`src/verilog/rv_pipe_pkg.sv`:
```
package rv_pipe_pkg;

    localparam int xlen       = 32;
    localparam int dmem_words = 64;           // 256 bytes, wraps

    typedef logic [xlen-1:0] data_t;
    typedef logic [4:0]      reg_addr_t;

    typedef enum logic [1:0] {
        OPA_REG,                              // rs1 value
        OPA_PC,                               // AUIPC
        OPA_ZERO
    } opa_sel_e;

    typedef enum logic [1:0] {
        OPB_REG,                              // rs2 value
        OPB_IMM
    } opb_sel_e;

    typedef enum logic [1:0] {
        WB_ALU,
        WB_MEM                                // Load result
    } wb_sel_e;

endpackage

```
`src/verilog/rv_regfile.sv`:
```
`timescale 1ns/1ps

module rv_regfile (
    input  logic                   i_clock,
    input  logic                   i_rst_n,
    input  rv_pipe_pkg::reg_addr_t i_rd_addr_a,  // Decode rs1
    input  rv_pipe_pkg::reg_addr_t i_rd_addr_b,  // Decode rs2
    output rv_pipe_pkg::data_t     o_rd_data_a,
    output rv_pipe_pkg::data_t     o_rd_data_b,
    input  logic                   i_wr_en,      // From execute
    input  rv_pipe_pkg::reg_addr_t i_wr_addr,
    input  rv_pipe_pkg::data_t     i_wr_data
);
    import rv_pipe_pkg::*;

    data_t regs [1:31];                       // x0 not stored

    always_ff @(posedge i_clock or negedge i_rst_n) begin
        if (!i_rst_n) begin
            for (int i = 1; i < 32; i++) begin
                regs[i] <= '0;
            end
        end else if (i_wr_en && (i_wr_addr != '0)) begin
            regs[i_wr_addr] <= i_wr_data;
        end
    end

    // Write data wins over stored value, covers the instruction ahead
    function automatic data_t read_port(input reg_addr_t addr);
        if (addr == '0) begin
            return '0;                        // x0 hardwired
        end else if (i_wr_en && (addr == i_wr_addr)) begin
            return i_wr_data;                 // Bypass
        end
        return regs[addr];
    endfunction

    assign o_rd_data_a = read_port(i_rd_addr_a);
    assign o_rd_data_b = read_port(i_rd_addr_b);

endmodule

```
`config.mk`:
```
export PLATFORM = sky130hd
export DESIGN_NAME = rv_regfile
export DESIGN_NICKNAME = d
export VERILOG_FILES = /design/src/verilog/rv_pipe_pkg.sv /design/src/verilog/rv_regfile.sv
export SDC_FILE = /design/constraint.sdc
export NUM_CORES = 2
export LEC_CHECK = 0
export ABC_AREA = 0
export BUFFER_PORTS_ARGS = -buffer_cell sky130_fd_sc_hd__buf_4
export CAP_MARGIN = 20
export CORE_ASPECT_RATIO = 1.25
export CORE_MARGIN = 2
export CORE_UTILIZATION = 45
export CTS_BUF_LIST = sky130_fd_sc_hd__clkbuf_16
export DETAILED_ROUTE_END_ITERATION = 7
export PLACE_DENSITY_LB_ADDON = 0.05
export REMOVE_ABC_BUFFERS = 1
export SLEW_MARGIN = 25
export SYNTH_ARGS = -nofsm -noshare
export SYNTH_HDL_FRONTEND = slang
export SYNTH_SLANG_ARGS = --single-unit
```
`constraint.sdc`:
```
create_clock -name i_clock -period 6.9 [get_ports i_clock]
set_input_delay 1.38 -clock i_clock [delete_from_list [all_inputs] [get_ports i_clock]]
set_output_delay 1.38 -clock i_clock [all_outputs]
set_load 0.01 [all_outputs]
```
---- After elaboration in Yosys (flattened, before gate mapping) ----
Index checks and enable logic that the tools add are counted.
storage, ports and cells
  memory bits (writable) .................. 0
  memories kept ........................... 0
  bits in registers ....................... 992
  memory bits (read-only) ................. 0
  latch bits .............................. 0
  input bits .............................. 50
cells by class
  $add $sub $neg .......................... 0
  $mul .................................... 0
  bitwise logic cells ..................... 3
  shifts and indexed selects .............. 0
  magnitude comparators ................... 4
  eq/ne operators ......................... 2
  reduce and logical (&&, ||, !) cells .... 7
  multiplexer cells ....................... 19
  div/mod/pow operators ................... 0
operator list
  cell                  number
  $bwmux W992           1
  $mux W32              11
  $bmux W32 S5          2
  $demux W32 S5         1
  $ge A6 B6 Y1 const B  3
  $not A5 Y6            3
  $eq A5 B5 Y1          2
  $logic_not A5 Y1      2
  $lt A6 B1 Y1 const B  1
  $reduce_bool A5 Y1    1
  $logic_and A1 B1 Y1   4
  $mux W1               4

---- Depth between registers and ports, before layout ----
  depth in word-level cells ............... 6
  gate-level depth with buffers ........... 9
  gate-level depth less buffers ........... 5

---- Worst setup path before layout ----
No wires, ideal clock.
  kind .................................... input -> output
  start ................................... in i_rd_addr_a[0]
  end ..................................... out o_rd_data_a[13]
  path slack .............................. 2595 ps
  required time ........................... 5520 ps
  stages on the path ...................... 8
  arrival ................................. 2925 ps
  cell sequence ........................... buf_6 > buf_6 > buf_2 > mux4_2 > nand2_1 > nand2_1 > a221oi_1 > o21ai_0
on the way
  word-level cells in the longest chain between the ends .. 5
  elaborated cells between the ends (all ways) .. 11
  those cells by class .................... eq/ne: 1; mux: 7; bitwise: 1; reduce/logical: 2
ends and longest elaborated chain
  item                                                              line                                source
  start: declaration                                                rv_regfile.sv:6                     input rv_pipe_pkg::reg_addr_t i_rd_addr_a,
  $not A5 Y6 (not written as such) or $eq A5 B5 Y1 (tied branches)  rv_regfile.sv:35, rv_regfile.sv:32
  $bmux W32 S5 or $logic_and A1 B1 Y1 (tied branches)               rv_regfile.sv:35, rv_regfile.sv:32
  $mux W32 (not written as such) or $mux W1 (tied branches)         rv_regfile.sv:35, rv_regfile.sv:32
  $mux W32 (not written as such) or $mux W1 (tied branches)         rv_regfile.sv:35, rv_regfile.sv:30
  $mux W32 *                                                        rv_regfile.sv:35                    return regs[addr];
  end: declaration                                                  rv_regfile.sv:8                     output rv_pipe_pkg::data_t o_rd_data_a,
Every way passes the cells marked *; elsewhere a longest branch is shown, timed or not. The select of a mux whose other input is x is not followed.

---- Final worst setup path ----
  start ................................... in i_rd_addr_a[1]
  end ..................................... out o_rd_data_a[20]
Same word-level chain as after synthesis.

==> flow_results.org <==
** Worst setup path
- CP max stage cell :: sky130_fd_sc_hd__o41ai_1
- Traced cell by cell, the critical path runs through buf_8 -> inv_2 -> nor2_4 -> buf_4 -> a221oi_1 -> o41ai_1 -> buf_4.
- Delay of the slowest cell on the worst path :: 1.03 ns
- By startpoint and endpoint, the worst setup path is classified as in2out.
- Highest fanout seen on the critical path :: 55
- Reg2Reg Depth :: 1
- STA classifies the critical path endpoint as a primary output.
- By instance count, the cell type seen most on the critical path is sky130_fd_sc_hd__buf_4.
- Data arrival time at the worst-slack endpoint :: 4.51 ns
- Launching element type of the critical path :: input pin
- Data on the critical path is required at its endpoint by 5.52 ns.

** Run status
- Outcome :: complete, no violations

** Drt
- Number of iterations in the first detailed-routing pass :: 5
- Number of routed nets with antenna violations :: 0
- Total number of vias :: 36,893
- Routed length per instance :: 33.5 um
- After the first detailed-routing iteration, the DRC count stood at 3,350.
- Wire length reported by the detailed router :: 190,000 um
- For this run, design rule violations remaining after detail routing come to 0.
- Vias per cell :: 6.50

** Synth
- In the synthesized netlist, the number of instances is 4,067.
- Synth cell types :: 55
- Counting flops with a built-in enable in the synthesized netlist gives 0.
- In the synthesized netlist the async set-or-reset flop fraction comes to 1.00.
- Yosys printed 0 warnings.
- Flip-flop and latch count after synthesis :: 992
- A synthesized cell averages 13.3 um2.
- After synthesis the cells add up to 54,000 um2.
- Most frequently used flop master after synthesis :: sky130_fd_sc_hd__dfrtp_1
- For this run, the register share of the synthesized area comes to 0.460.

** Cells and area
- The finished layout holds 5,673 standard cells, fillers aside.
- Final-layout fill cell count :: 10,675
- The final layout contains 4,045 nets.
- The largest registers in the layout are regs: 992 flops.
- Footprint of the multi-input gates :: 27,300 um2
- The register with the most flip-flops in the layout has 992 of them.
- The library cell used most frequently in the layout, excluding fill and tap cells, is sky130_fd_sc_hd__mux2_2.
- regs holds more flip-flops than any other register.
- Layout overhead on the synthesized area :: 11.0%
- Reg area :: 24,800 um2
- In the final layout, the share of cells above drive strength 1 is 0.421.
- Most frequent cells in the layout :: sky130_fd_sc_hd__mux2_2, sky130_fd_sc_hd__dfrtp_1, sky130_fd_sc_hd__mux2i_1, sky130_fd_sc_hd__mux4_2, sky130_fd_sc_hd__buf_4

** GRT
- Summed over all layers, the global routing overflow is 0.
- Global Route Usage Sum :: 0.310
- Global-route wire length before repair :: 277,000 um
- Antenna violations before repair :: 13
- Maximum number of pins on one net before global-route repair :: 153
- The number of global-route vias before repair is 37,726.

** Timing
- TNS Setup :: 0 ns
- Setup violations remaining at the end of the flow were counted as 0.
- Pin slew with the least headroom to its limit :: 1.14 ns
- The worst pin sits at a relative slew slack of 0.230.
- Crit path time final :: 5.89 ns
- Across all hold checks on the routed design, the worst slack comes to 0.525 ns.
- Final slew viol count :: 0
- Maximum operating frequency :: 170 MHz
- Setup repair after global routing left no endpoint under its margin.
- Final count of hold timing violations :: 0
- In the finished design, the share of the clock period the worst path needs comes to 0.854.
- After layout, the worst setup slack is 1.01 ns.
- Final setup skew :: 0 ns

** CTS
- Level count of the clock H-tree :: 3
- The longest clock path from root to sink contains 3 buffers.
- The cell sitting at the root of the clock tree is a sky130_fd_sc_hd__clkbuf_16.
- After clock tree synthesis, the setup repair step added 0 buffers.
- Clock latency on the worst-skew pair, taken at its later pin, is 0.72 ns.
- TritonCTS built the clock tree.
- CTS saw 992 sinks.
- Clock-pin slew was measured on the worst setup and hold paths at 0.05 ns.
- Buffers inserted during clock tree synthesis total 110.
- # resized after CTS :: 0
- In this run, post-CTS hold repair placed 0 buffers.

** Floorplan
- Number of top-level pins :: 114
- Area of the placeable core :: 119,000 um2
- The die covers 123,000 um2.
- Initial standard-cell utilization of the core :: 0.452
- Die span in y :: 391 um
- The floorplan has 142 rows.
- Die width :: 314 um

** Placed design
- Port buffering added 113 buffers.
- Setup Slack @ Placement :: 1.21 ns
- Final HPWL DP :: 118,000 um
- Instance count after placement with tap cells included :: 5,466
- At the end of routability-driven placement, the weighted congestion stood at 0.846.

** Pwr
- The worst-case IR drop observed on VDD is 0.228 mV.
- In this run the power density over the cells is 288 nW/um2.
- In this run the static leakage power is 26.6 nW.

** Run
- Max-cap violations in this run came to 0.

** Worst hold path
- Worst min-delay path category :: reg2reg
- Along the worst hold path, the cell count comes to 1.
-- final timing paths --
path	end	slack (ns)	start
setup / recovery	o_rd_data_a[20]	1.01	i_rd_addr_a[1]
hold / removal	regs[700]	0.52	regs[700]
setup reg to reg	regs[951]	6.09	regs[951]
hold reg to reg	regs[700]	0.52	regs[700]
max in group asynchronous	regs[70]	4.78	i_rst_n
min in group asynchronous	regs[188]	0.66	i_rst_n
-- power breakdown --
group / total [mW] / internal (mW) / switching [mW]
clock network: 5.82 / 3.27 / 2.55
logic: 3.61 / 1.98 / 1.63
registers: 7.82 / 6.96 / 0.854
-- per-stage QoR --
stage | util | instance area, um2 | power [mW]
2_1_floorplan | - | 51900 | 10.0
3_3_place_gp | 0.472 | 56300 | 11.4
3_5_place_dp | 0.472 | 56400 | 11.5
4_1_cts | 0.501 | 59900 | 17.4
5_1_grt | 0.502 | 59900 | 18.0
6_report | 0.502 | 59900 | 17.2
-- metal layers --
metal  vias to the layer above  wire length, um  track usage
met5                         -               97            0
li1                      15427                -            -
met1                     19802            81100        0.422
met4                        16             7660        0.124
met2                      1278            90700        0.502
met3                       370            10300       0.0429
-- worst max-delay path: cells and delay by family --
kind | cells | cell delay, ns
simple gates | 1 | 0.54
buf+inv | 4 | 1.16
compound gates | 2 | 1.22
-- logic make-up after synthesis --
kind of cell / synth area share
AO/OA/AOI/OAI: 0.0685
XOR/XNOR: 0.00114
buffers and inverters: 0.0388
flip-flops: 0.460
multiplexers: 0.401
AND/OR/NAND/NOR: 0.0303
-- cell type report --
class | instances | area share
clock inverters | 90 | 0.0103
inverters | 8 | 0.000501
well taps | 1584 | 0.0331
repair buffers | 248 | 0.0382
flip-flops and latches | 992 | 0.414
diodes | 2 | 0.0000836
clock buffers | 114 | 0.0476
multi-input cells | 2635 | 0.456
-- cells in the mapped netlist (41+ instances only) --
master                     number  area share
sky130_fd_sc_hd__a221oi_1      95       0.015
sky130_fd_sc_hd__buf_1         42      0.0029
sky130_fd_sc_hd__buf_2        154       0.014
sky130_fd_sc_hd__buf_4         41      0.0057
sky130_fd_sc_hd__clkbuf_1     182       0.013
sky130_fd_sc_hd__dfrtp_1      992        0.46
sky130_fd_sc_hd__mux2_2      1032        0.22
sky130_fd_sc_hd__mux2i_1      507       0.094
sky130_fd_sc_hd__mux4_2       220       0.092
sky130_fd_sc_hd__nand2_1      149       0.010
sky130_fd_sc_hd__nor2_1       112      0.0078
sky130_fd_sc_hd__nor3_1        70      0.0065
sky130_fd_sc_hd__o22ai_1      159       0.018
Power figures use the tool's default switching activity.
