<file path="src/verilog/rv_pipe_pkg.sv">
package rv_pipe_pkg;

    localparam int xlen       = 32;
    localparam int dmem_words = 64;           // 256 bytes, wraps

    typedef logic [xlen-1:0] data_t;
    typedef logic [4:0]      reg_addr_t;

    typedef enum logic [1:0] {
        OPA_REG,                              // rs1 value
        OPA_PC,                               // AUIPC
        OPA_ZERO
    } opa_sel_e;

    typedef enum logic [1:0] {
        OPB_REG,                              // rs2 value
        OPB_IMM
    } opb_sel_e;

    typedef enum logic [1:0] {
        WB_ALU,
        WB_MEM                                // Load result
    } wb_sel_e;

endpackage

</file>
<file path="src/verilog/rv_isa_pkg.sv">
package rv_isa_pkg;

    typedef enum logic [6:0] {
        OPC_OP     = 7'b0110011,              // Register-register ALU
        OPC_OP_IMM = 7'b0010011,              // Register-immediate ALU
        OPC_LUI    = 7'b0110111,
        OPC_AUIPC  = 7'b0010111,
        OPC_LOAD   = 7'b0000011,
        OPC_STORE  = 7'b0100011
    } opcode_e;

    typedef enum logic [3:0] {
        ALU_ADD,
        ALU_SUB,
        ALU_SLL,
        ALU_SLT,
        ALU_SLTU,
        ALU_XOR,
        ALU_SRL,
        ALU_SRA,
        ALU_OR,
        ALU_AND,
        ALU_PASS_B,                           // Operand B straight through
        ALU_UNKNOWN                           // Reset value
    } alu_op_e;

    // Encoding matches funct3[1:0] of loads and stores
    typedef enum logic [1:0] {
        ACC_BYTE = 2'b00,
        ACC_HALF = 2'b01,
        ACC_WORD = 2'b10                      // Reset value
    } data_access_e;

    typedef struct packed {
        logic [6:0]  funct7;
        logic [4:0]  rs2;
        logic [4:0]  rs1;
        logic [2:0]  funct3;
        logic [4:0]  rd;
        opcode_e     opcode;
    } inst_r_t;

    typedef struct packed {
        logic [11:0] imm;                     // Sign bit at 11
        logic [4:0]  rs1;
        logic [2:0]  funct3;
        logic [4:0]  rd;
        opcode_e     opcode;
    } inst_i_t;

    typedef struct packed {
        logic [6:0]  imm_hi;                  // imm[11:5]
        logic [4:0]  rs2;
        logic [4:0]  rs1;
        logic [2:0]  funct3;
        logic [4:0]  imm_lo;                  // imm[4:0]
        opcode_e     opcode;
    } inst_s_t;

    typedef struct packed {
        logic [19:0] imm;                     // Upper 20 bits
        logic [4:0]  rd;
        opcode_e     opcode;
    } inst_u_t;

    // Same 32-bit word seen through each format
    typedef union packed {
        inst_r_t r;
        inst_i_t i;
        inst_s_t s;
        inst_u_t u;
    } inst_t;

endpackage
</file>
<file path="src/verilog/id_ex_if.sv">
`timescale 1ns/1ps

interface id_ex_if;
    import rv_isa_pkg::*;
    import rv_pipe_pkg::*;

    data_t        pc;
    data_t        imm;                        // Selected immediate
    data_t        data_a;                     // rs1 value
    data_t        data_b;                     // rs2 value, also store data
    reg_addr_t    rd;
    logic         reg_wr_en;
    wb_sel_e      wb_sel;
    logic         mem_wr_en;
    data_access_e mem_access;
    logic         mem_unsigned;               // LBU, LHU
    logic         is_load;
    opa_sel_e     opa_sel;
    opb_sel_e     opb_sel;
    alu_op_e      alu_op;

    modport producer (output pc, imm, data_a, data_b, rd, reg_wr_en, wb_sel, mem_wr_en,
                      mem_access, mem_unsigned, is_load, opa_sel, opb_sel, alu_op);

    modport register_in (input pc, imm, data_a, data_b, rd, reg_wr_en, wb_sel, mem_wr_en,
                         mem_access, mem_unsigned, is_load, opa_sel, opb_sel, alu_op);

    modport register_out (output pc, imm, data_a, data_b, rd, reg_wr_en, wb_sel, mem_wr_en,
                          mem_access, mem_unsigned, is_load, opa_sel, opb_sel, alu_op);

    modport consumer (input pc, imm, data_a, data_b, rd, reg_wr_en, wb_sel, mem_wr_en,
                      mem_access, mem_unsigned, is_load, opa_sel, opb_sel, alu_op);

endinterface

</file>
<file path="src/verilog/rv_decode.sv">
`timescale 1ns/1ps

module rv_decode (
    input  logic                   i_inst_valid,
    input  rv_isa_pkg::inst_t      i_inst,
    input  rv_pipe_pkg::data_t     i_pc,
    output rv_pipe_pkg::reg_addr_t o_rs1_addr,   // To register file
    output rv_pipe_pkg::reg_addr_t o_rs2_addr,
    input  rv_pipe_pkg::data_t     i_rs1_data,
    input  rv_pipe_pkg::data_t     i_rs2_data,
    id_ex_if.producer              o_id
);
    import rv_isa_pkg::*;
    import rv_pipe_pkg::*;

    data_t imm_i;
    data_t imm_s;
    data_t imm_u;
    logic  known;                             // Supported opcode
    logic  wr_reg;                            // Opcode writes rd
    logic  wr_mem;                            // Opcode is a store
    logic  load;

    // funct7[5] picks SUB and SRA, SUB only for the register form
    function automatic alu_op_e alu_from_funct(input logic [2:0] f3, input logic alt,
                                               input logic reg_form);
        case (f3)
            3'b000:  return (alt && reg_form) ? ALU_SUB : ALU_ADD;
            3'b001:  return ALU_SLL;
            3'b010:  return ALU_SLT;
            3'b011:  return ALU_SLTU;
            3'b100:  return ALU_XOR;
            3'b101:  return alt ? ALU_SRA : ALU_SRL;
            3'b110:  return ALU_OR;
            default: return ALU_AND;
        endcase
    endfunction

    assign imm_i = {{20{i_inst.i.imm[11]}}, i_inst.i.imm};
    assign imm_s = {{20{i_inst.s.imm_hi[6]}}, i_inst.s.imm_hi, i_inst.s.imm_lo};
    assign imm_u = {i_inst.u.imm, 12'h000};

    assign o_rs1_addr  = i_inst.r.rs1;
    assign o_rs2_addr  = i_inst.r.rs2;
    assign o_id.pc     = i_pc;
    assign o_id.data_a = i_rs1_data;
    assign o_id.data_b = i_rs2_data;
    assign o_id.rd     = i_inst.r.rd;

    always_comb begin
        known             = 1'b1;
        wr_reg            = 1'b1;
        wr_mem            = 1'b0;
        load              = 1'b0;
        o_id.imm          = imm_i;
        o_id.alu_op       = ALU_ADD;
        o_id.opa_sel      = OPA_REG;
        o_id.opb_sel      = OPB_IMM;
        o_id.wb_sel       = WB_ALU;
        o_id.mem_access   = ACC_WORD;
        o_id.mem_unsigned = 1'b0;
        case (i_inst.r.opcode)
            OPC_OP: begin
                o_id.alu_op  = alu_from_funct(i_inst.r.funct3, i_inst.r.funct7[5], 1'b1);
                o_id.opb_sel = OPB_REG;
            end
            OPC_OP_IMM: begin
                o_id.alu_op = alu_from_funct(i_inst.i.funct3, i_inst.r.funct7[5], 1'b0);
            end
            OPC_LUI: begin
                o_id.imm    = imm_u;
                o_id.alu_op = ALU_PASS_B;
            end
            OPC_AUIPC: begin
                o_id.imm     = imm_u;
                o_id.opa_sel = OPA_PC;        // pc + imm
            end
            OPC_LOAD: begin
                load              = 1'b1;
                o_id.wb_sel       = WB_MEM;
                o_id.mem_access   = data_access_e'(i_inst.i.funct3[1:0]);
                o_id.mem_unsigned = i_inst.i.funct3[2];
            end
            OPC_STORE: begin
                wr_reg          = 1'b0;
                wr_mem          = 1'b1;
                o_id.imm        = imm_s;
                o_id.mem_access = data_access_e'(i_inst.s.funct3[1:0]);
            end
            default: begin
                known       = 1'b0;           // Turns into a bubble
                o_id.alu_op = ALU_UNKNOWN;
            end
        endcase
    end

    assign o_id.reg_wr_en = i_inst_valid && known && wr_reg && (i_inst.r.rd != '0);
    assign o_id.mem_wr_en = i_inst_valid && known && wr_mem;
    assign o_id.is_load   = i_inst_valid && known && load;

endmodule

</file>
<file path="src/flat_wrapper.sv">
// flat-port wrapper written by rule: the top's interface ports become plain ports
module rv_decode_flat import rv_isa_pkg::*; import rv_pipe_pkg::*;
  (i_inst_valid, i_inst, i_pc, o_rs1_addr, o_rs2_addr, i_rs1_data, i_rs2_data, o_id_pc, o_id_imm, o_id_data_a, o_id_data_b, o_id_rd, o_id_reg_wr_en, o_id_wb_sel, o_id_mem_wr_en, o_id_mem_access, o_id_mem_unsigned, o_id_is_load, o_id_opa_sel, o_id_opb_sel, o_id_alu_op);
  id_ex_if o_id_i ();
  input  logic i_inst_valid;
  input  rv_isa_pkg::inst_t i_inst;
  input  rv_pipe_pkg::data_t i_pc;
  output rv_pipe_pkg::reg_addr_t o_rs1_addr;
  output rv_pipe_pkg::reg_addr_t o_rs2_addr;
  input  rv_pipe_pkg::data_t i_rs1_data;
  input  rv_pipe_pkg::data_t i_rs2_data;
  output wire logic [$bits(o_id_i.pc)-1:0] o_id_pc;
  output wire logic [$bits(o_id_i.imm)-1:0] o_id_imm;
  output wire logic [$bits(o_id_i.data_a)-1:0] o_id_data_a;
  output wire logic [$bits(o_id_i.data_b)-1:0] o_id_data_b;
  output wire logic [$bits(o_id_i.rd)-1:0] o_id_rd;
  output wire logic [$bits(o_id_i.reg_wr_en)-1:0] o_id_reg_wr_en;
  output wire logic [$bits(o_id_i.wb_sel)-1:0] o_id_wb_sel;
  output wire logic [$bits(o_id_i.mem_wr_en)-1:0] o_id_mem_wr_en;
  output wire logic [$bits(o_id_i.mem_access)-1:0] o_id_mem_access;
  output wire logic [$bits(o_id_i.mem_unsigned)-1:0] o_id_mem_unsigned;
  output wire logic [$bits(o_id_i.is_load)-1:0] o_id_is_load;
  output wire logic [$bits(o_id_i.opa_sel)-1:0] o_id_opa_sel;
  output wire logic [$bits(o_id_i.opb_sel)-1:0] o_id_opb_sel;
  output wire logic [$bits(o_id_i.alu_op)-1:0] o_id_alu_op;
  assign o_id_pc = o_id_i.pc;
  assign o_id_imm = o_id_i.imm;
  assign o_id_data_a = o_id_i.data_a;
  assign o_id_data_b = o_id_i.data_b;
  assign o_id_rd = o_id_i.rd;
  assign o_id_reg_wr_en = o_id_i.reg_wr_en;
  assign o_id_wb_sel = o_id_i.wb_sel;
  assign o_id_mem_wr_en = o_id_i.mem_wr_en;
  assign o_id_mem_access = o_id_i.mem_access;
  assign o_id_mem_unsigned = o_id_i.mem_unsigned;
  assign o_id_is_load = o_id_i.is_load;
  assign o_id_opa_sel = o_id_i.opa_sel;
  assign o_id_opb_sel = o_id_i.opb_sel;
  assign o_id_alu_op = o_id_i.alu_op;
  rv_decode u_core (.i_inst_valid(i_inst_valid), .i_inst(i_inst), .i_pc(i_pc), .o_rs1_addr(o_rs1_addr), .o_rs2_addr(o_rs2_addr), .i_rs1_data(i_rs1_data), .i_rs2_data(i_rs2_data), .o_id(o_id_i));
endmodule
</file>
<file path="config.mk">
export PLATFORM = sky130hd
export DESIGN_NAME = rv_decode_flat
export DESIGN_NICKNAME = d
export VERILOG_FILES = /design/src/verilog/rv_pipe_pkg.sv /design/src/verilog/rv_isa_pkg.sv /design/src/verilog/id_ex_if.sv /design/src/verilog/rv_decode.sv /design/src/flat_wrapper.sv
export SDC_FILE = /design/constraint.sdc
export NUM_CORES = 1
export LEC_CHECK = 0
export ABC_CLOCK_PERIOD_IN_PS = 1300
export BUFFER_PORTS_ARGS = -buffer_cell sky130_fd_sc_hd__buf_4
export CAP_MARGIN = 20
export CORE_AREA = 2 2 112 114
export DETAILED_ROUTE_END_ITERATION = 16
export DIE_AREA = 0 0 114 116
export GPL_ROUTABILITY_DRIVEN = 0
export PLACE_DENSITY_LB_ADDON = 0.12
export SETUP_SLACK_MARGIN = 0.15
export SLEW_MARGIN = 40
export SYNTH_ARGS = -nofsm -noshare
export SYNTH_HDL_FRONTEND = slang
export SYNTH_SLANG_ARGS = --single-unit
</file>
<file path="constraint.sdc">
create_clock -name vclk -period 1.3
set_input_delay 0.13 -clock vclk [all_inputs]
set_output_delay 0.13 -clock vclk [all_outputs]
set_load 0.02 [all_outputs]
</file>
; ---- Yosys cells after proc, flatten, opt, wreduce, memory -nomap -nowiden
; Cells that the tools add are included.
[word_totals]
register_bits = 0
latchBits = 0
ram_bits = 0
mem_bits_ro = 0
word_cells = 38
mem_count = 0
[op_classes]
add_sub_neg = 0
multipliers = 0
n_div = 0
n_lt_le_gt_ge = 0
eq_ne = 12
shifts = 0
mux = 15
n_bitwise = 0
n_reduce_logical = 11
[op_table]
columns = op, count
row1 = 31-bit one-hot mux with 2 select lines, 1
row2 = 4-bit one-hot mux with 7 select lines, 2
row3 = "7-bit by 6-bit equality test with 1-bit output, second input constant", 3
row4 = 4-bit one-hot mux with 4 select lines, 1
row5 = "7-bit by 5-bit equality test with 1-bit output, second input constant", 2
row6 = 1-bit two-way mux, 10
row7 = "3-bit equality test, second input constant", 3
row8 = "7-bit by 2-bit equality test with 1-bit output, second input constant", 1
row9 = "3-bit by 2-bit equality test with 1-bit output, second input constant", 2
row10 = 6-bit OR reduction, 1
row11 = 1-bit logical AND, 5
row12 = 5-bit nonzero test, 1
row13 = 2-bit OR reduction, 2
row14 = "3-bit by 1-bit equality test with 1-bit output, second input constant", 1
row15 = 3-bit zero test, 1
row16 = 3-bit OR reduction, 1
row17 = 2-bit two-way mux, 1

; ---- Logic depth before layout (Yosys ltp)
[depth]
ltp_word = 6
depth_mapped = 5
ltp_nobuf = 4

; ---- Worst setup path before layout
; OpenSTA, ideal clock, no wires.
[synth_timing]
path_type = input to output
start = input port i_inst[2] in the netlist's numbering
end = output port o_id_is_load
arrival_time_ps = 1273
required_time_ps = 1170
path_slack_ps = -103
path_stages = 3
path_cell_list = nand4bb_4 or3_4 nor3_1
[synth_between]
elab_chain_len = 5
[synth_rtl]
columns = item, line_no
row1 = from (decl), flat_wrapper.sv:6  ; input rv_isa_pkg::inst_t i_inst;
row2 = "7-bit by 6-bit equality test with 1-bit output, or another cell as far along", rv_decode.sv:62  ; case (i_inst.r.opcode)
row3 = 6-bit OR reduction (no line), -
row4 = 1-bit two-way mux, rv_decode.sv:62
row5 = 1-bit logical AND, rv_decode.sv:99  ; assign o_id.is_load = i_inst_valid && known && load;
row6 = 1-bit logical AND (*), rv_decode.sv:99
row7 = to (decl), flat_wrapper.sv:22  ; output wire logic [$bits(o_id_i.is_load)-1:0] o_id_is_load;
; Mark *: on every way between the ends. The rest lies on a longest branch, timed or not.

; ---- Final worst setup path
[layout_timing]
start = input port i_inst[6] in the netlist's numbering
end = output port o_id_imm[21]
[layout_between]
elab_chain_len = 3
[layout_rtl]
columns = item, line_no
row1 = 7-bit by 6-bit equality test with 1-bit output or 7-bit by 5-bit equality test with 1-bit output (tied branches), rv_decode.sv:62
row2 = 2-bit OR reduction (no line), -
row3 = 31-bit one-hot mux with 2 select lines (*), rv_decode.sv:62
row4 = to (decl), flat_wrapper.sv:13  ; output wire logic [$bits(o_id_i.imm)-1:0] o_id_imm;
; Marks and branches as above.

==> summary.txt <==
GRT
  – Overflow left after global routing: 0
  – Largest net degree at the start of global routing: 16
  – Vias in the first global route: roughly 1300
  – GRT Resource Usage Total: 7.01%
  – Initial antenna violation count: 0
  – First-pass GRT wire length: 7.36 mm

Place
  – Placed Area: around 1800 sq um
  – HPWL Detailed: between 4 and 5 mm
  – Post-Place Cells: ~340
  – Number of port buffers: 93

Route
  – Via count: ~1200
  – Final wirelength: between 5 and 6 mm
  – Routed wire per std cell: roughly 15 um
  – Iter 0 DRT Violations: 16
  – Drt pass-1 iters: 4
  – Post-DRT Antenna Nets: 0
  – Routed vias/inst: approximately 3.4
  – Residual DRC: 0

Yosys
  – Avg Inst Size Synth: between 7 and 8 sq um
  – Post-Syn Area: about 1500 sq um
  – Share of the synthesized area in the top cell type: roughly three fifths
  – Syn Inst Count: 197
  – Post-synth cell types: 34
  – Largest area contributor in the netlist: buf_4
  – Largest cells by area after synthesis: buf_4, a21o_1, a22o_1
  – Seq/Total Area, Yosys: 0%
  – Syn. warnings: 0

Final layout
  – Layout Nets: roughly 330
  – Clkbuf count: 0
  – Final design area excluding fillers: between 2000 and 2500 sq um
  – Filler Cell Count: about 1300
  – Most frequent cells in the layout: buf_4, buf_6, a21o_4
  – Layout cells sized above 1: 81.6%
  – Commonest non-fill, non-tap cell in the layout: buf_4
  – Seq. cell area: 0 sq um
  – Diodes inserted: 0
  – FFs & Latches: 0
  – Final cell count without fillers: 348
  – Area growth syn-to-layout: 40.9%

Outcome
  – Outcome: finished, violations left
  – Failing checks: setup timing

Die
  – Die Area: between 10000 and 15000 sq um
  – Placeable Area: approximately 12000 sq um
  – Initial Utilization: 12.4%
  – FP Rows: 40
  – Top Ports: approximately 290
  – Chip width: around 110 um
  – Chip height: ~120 um

Worst setup path
  – Setup crit start kind: primary input
  – Kind of end point of the critical path: primary output
  – Critical path type: in2out
  – CP arrival: around 1.3 ns
  – Worst path required time: 1.17 ns
  – Max FO, Critical Path: 12

Timing
  – Final-report hold violation count: 0
  – Final setup vio count: 36
  – Setup TNS: -2.66 ns
  – Final worst setup slack: -0.111 ns
  – Post-layout min period: between 1 and 1.5 ns
  – Fmax: 709 MHz
  – Final Max Tran Viols: 0
  – Tcrit/Tclk final: 109%
  – RSZ-0062 raised after global routing: yes

Run
  – Max Cap Viol: 0

Pwr
  – Leak Pwr: slightly below 0.001 uW
  – Maximum VDD drop: between 0.09 and 0.1 mV
  – PwrDens: 300 nW/um^2

Hold path
  – Hold Path Class: in2out
  – Hold path endpoint: o_id_data_a[14]
  – Hold Startpoint: i_rs1_data[14]
  – Worst hold stages: 0

CTS
  – Post-CTS Hold Fix Bufs: 0
layer usage:
metal	vias to the layer above	share of wire [%]	routed length [um]	global-route usage [%]
met1	523	35	1790	7.74
met2	94	51	2640	12.3
met3	24	11	568	2.35
met5	-	0	0	0
li1	540	-	-	-
met4	0	2.8	142	2.93
logic make-up (layout without fill, tap and decap cells):
| family | count (synthesis) | after routing | share of synthesized area [%] |
|---|---|---|---|
| compound gates | 34 | 34 | 16.8 |
| buf+inv | 124 | 126 | 62.7 |
| mux | 1 | 1 | 0.765 |
| other cells | 1 | 3 | 0.255 |
| simple gates | 37 | 37 | 19.5 |
synth_stat cells, drive strengths merged:
master     n
a21bo      1
a21boi     2
a21o      19
a21oi      2
a22o       5
a31oi      1
and2       1
and4bb     1
buf      120
clkbuf     2
conb       1
inv        2
mux2       1
nand2      3
nand2b     2
nand3b     3
nand4b     1
nand4bb    1
nor2       6
nor2b      7
nor3       5
nor3b      1
nor4       1
nor4b      1
o21ai      4
or2        1
or3        1
or3b       1
or4        1
what timing repair did:
| item | CTS | global route |
|---|---|---|
| endpoints found under the setup margin | 41 | 43 |
| pin swaps | 10 | 5 |
| gates resized for setup | 39 | 8 |
| setup buffers | 4 | 2 |
cell type report:
type / count / area, sq um / share of cell area, %
well taps: 147 / 184 / 8.87
multi-input cells: 75 / 787 / 37.9
inverters: 2 / 11.3 / 0.543
repair buffers: 124 / 1090 / 52.7
worst max path at each step:
stage                     startpoint                 end
final                      i_inst[6]        o_id_imm[21]
after global routing       i_inst[6]        o_id_imm[20]
after global placement     i_inst[3]      o_id_mem_wr_en
after floorplan            i_inst[2]  o_id_mem_access[1]
after CTS                  i_inst[4]        o_id_imm[23]
after detailed placement   i_inst[3]        o_id_is_load
power by group:
| group | total (uW) | internal (uW) | switching, uW |
|---|---|---|---|
| logic | 623 | 320 | 303 |
| registers | 0 | 0 | 0 |
| clock network | 0 | 0 | 0 |
| total | 623 | 320 | 303 |
stage by stage:
stage                     setup slack, ns  power [uW]  hold WS, ns  utilization [%]
after global placement             -0.225         587        0.260             15.4
after floorplan                    0.0773         735        0.295                -
final                              -0.111         623        0.260             17.4
after global routing               -0.221         667        0.260             17.4
after detailed placement           -0.210         580        0.260             15.4
after CTS                          -0.163         625        0.260             17.1
critical path, stage by stage:
cell and delay, ns:
buf_8 0.10, nand3b_1 0.21, nor3_4 0.20, nor2b_2 0.14
buf_12 0.17, a21o_4 0.17, buf_4 0.15
No activity file was read; power rests on OpenSTA's default activity.
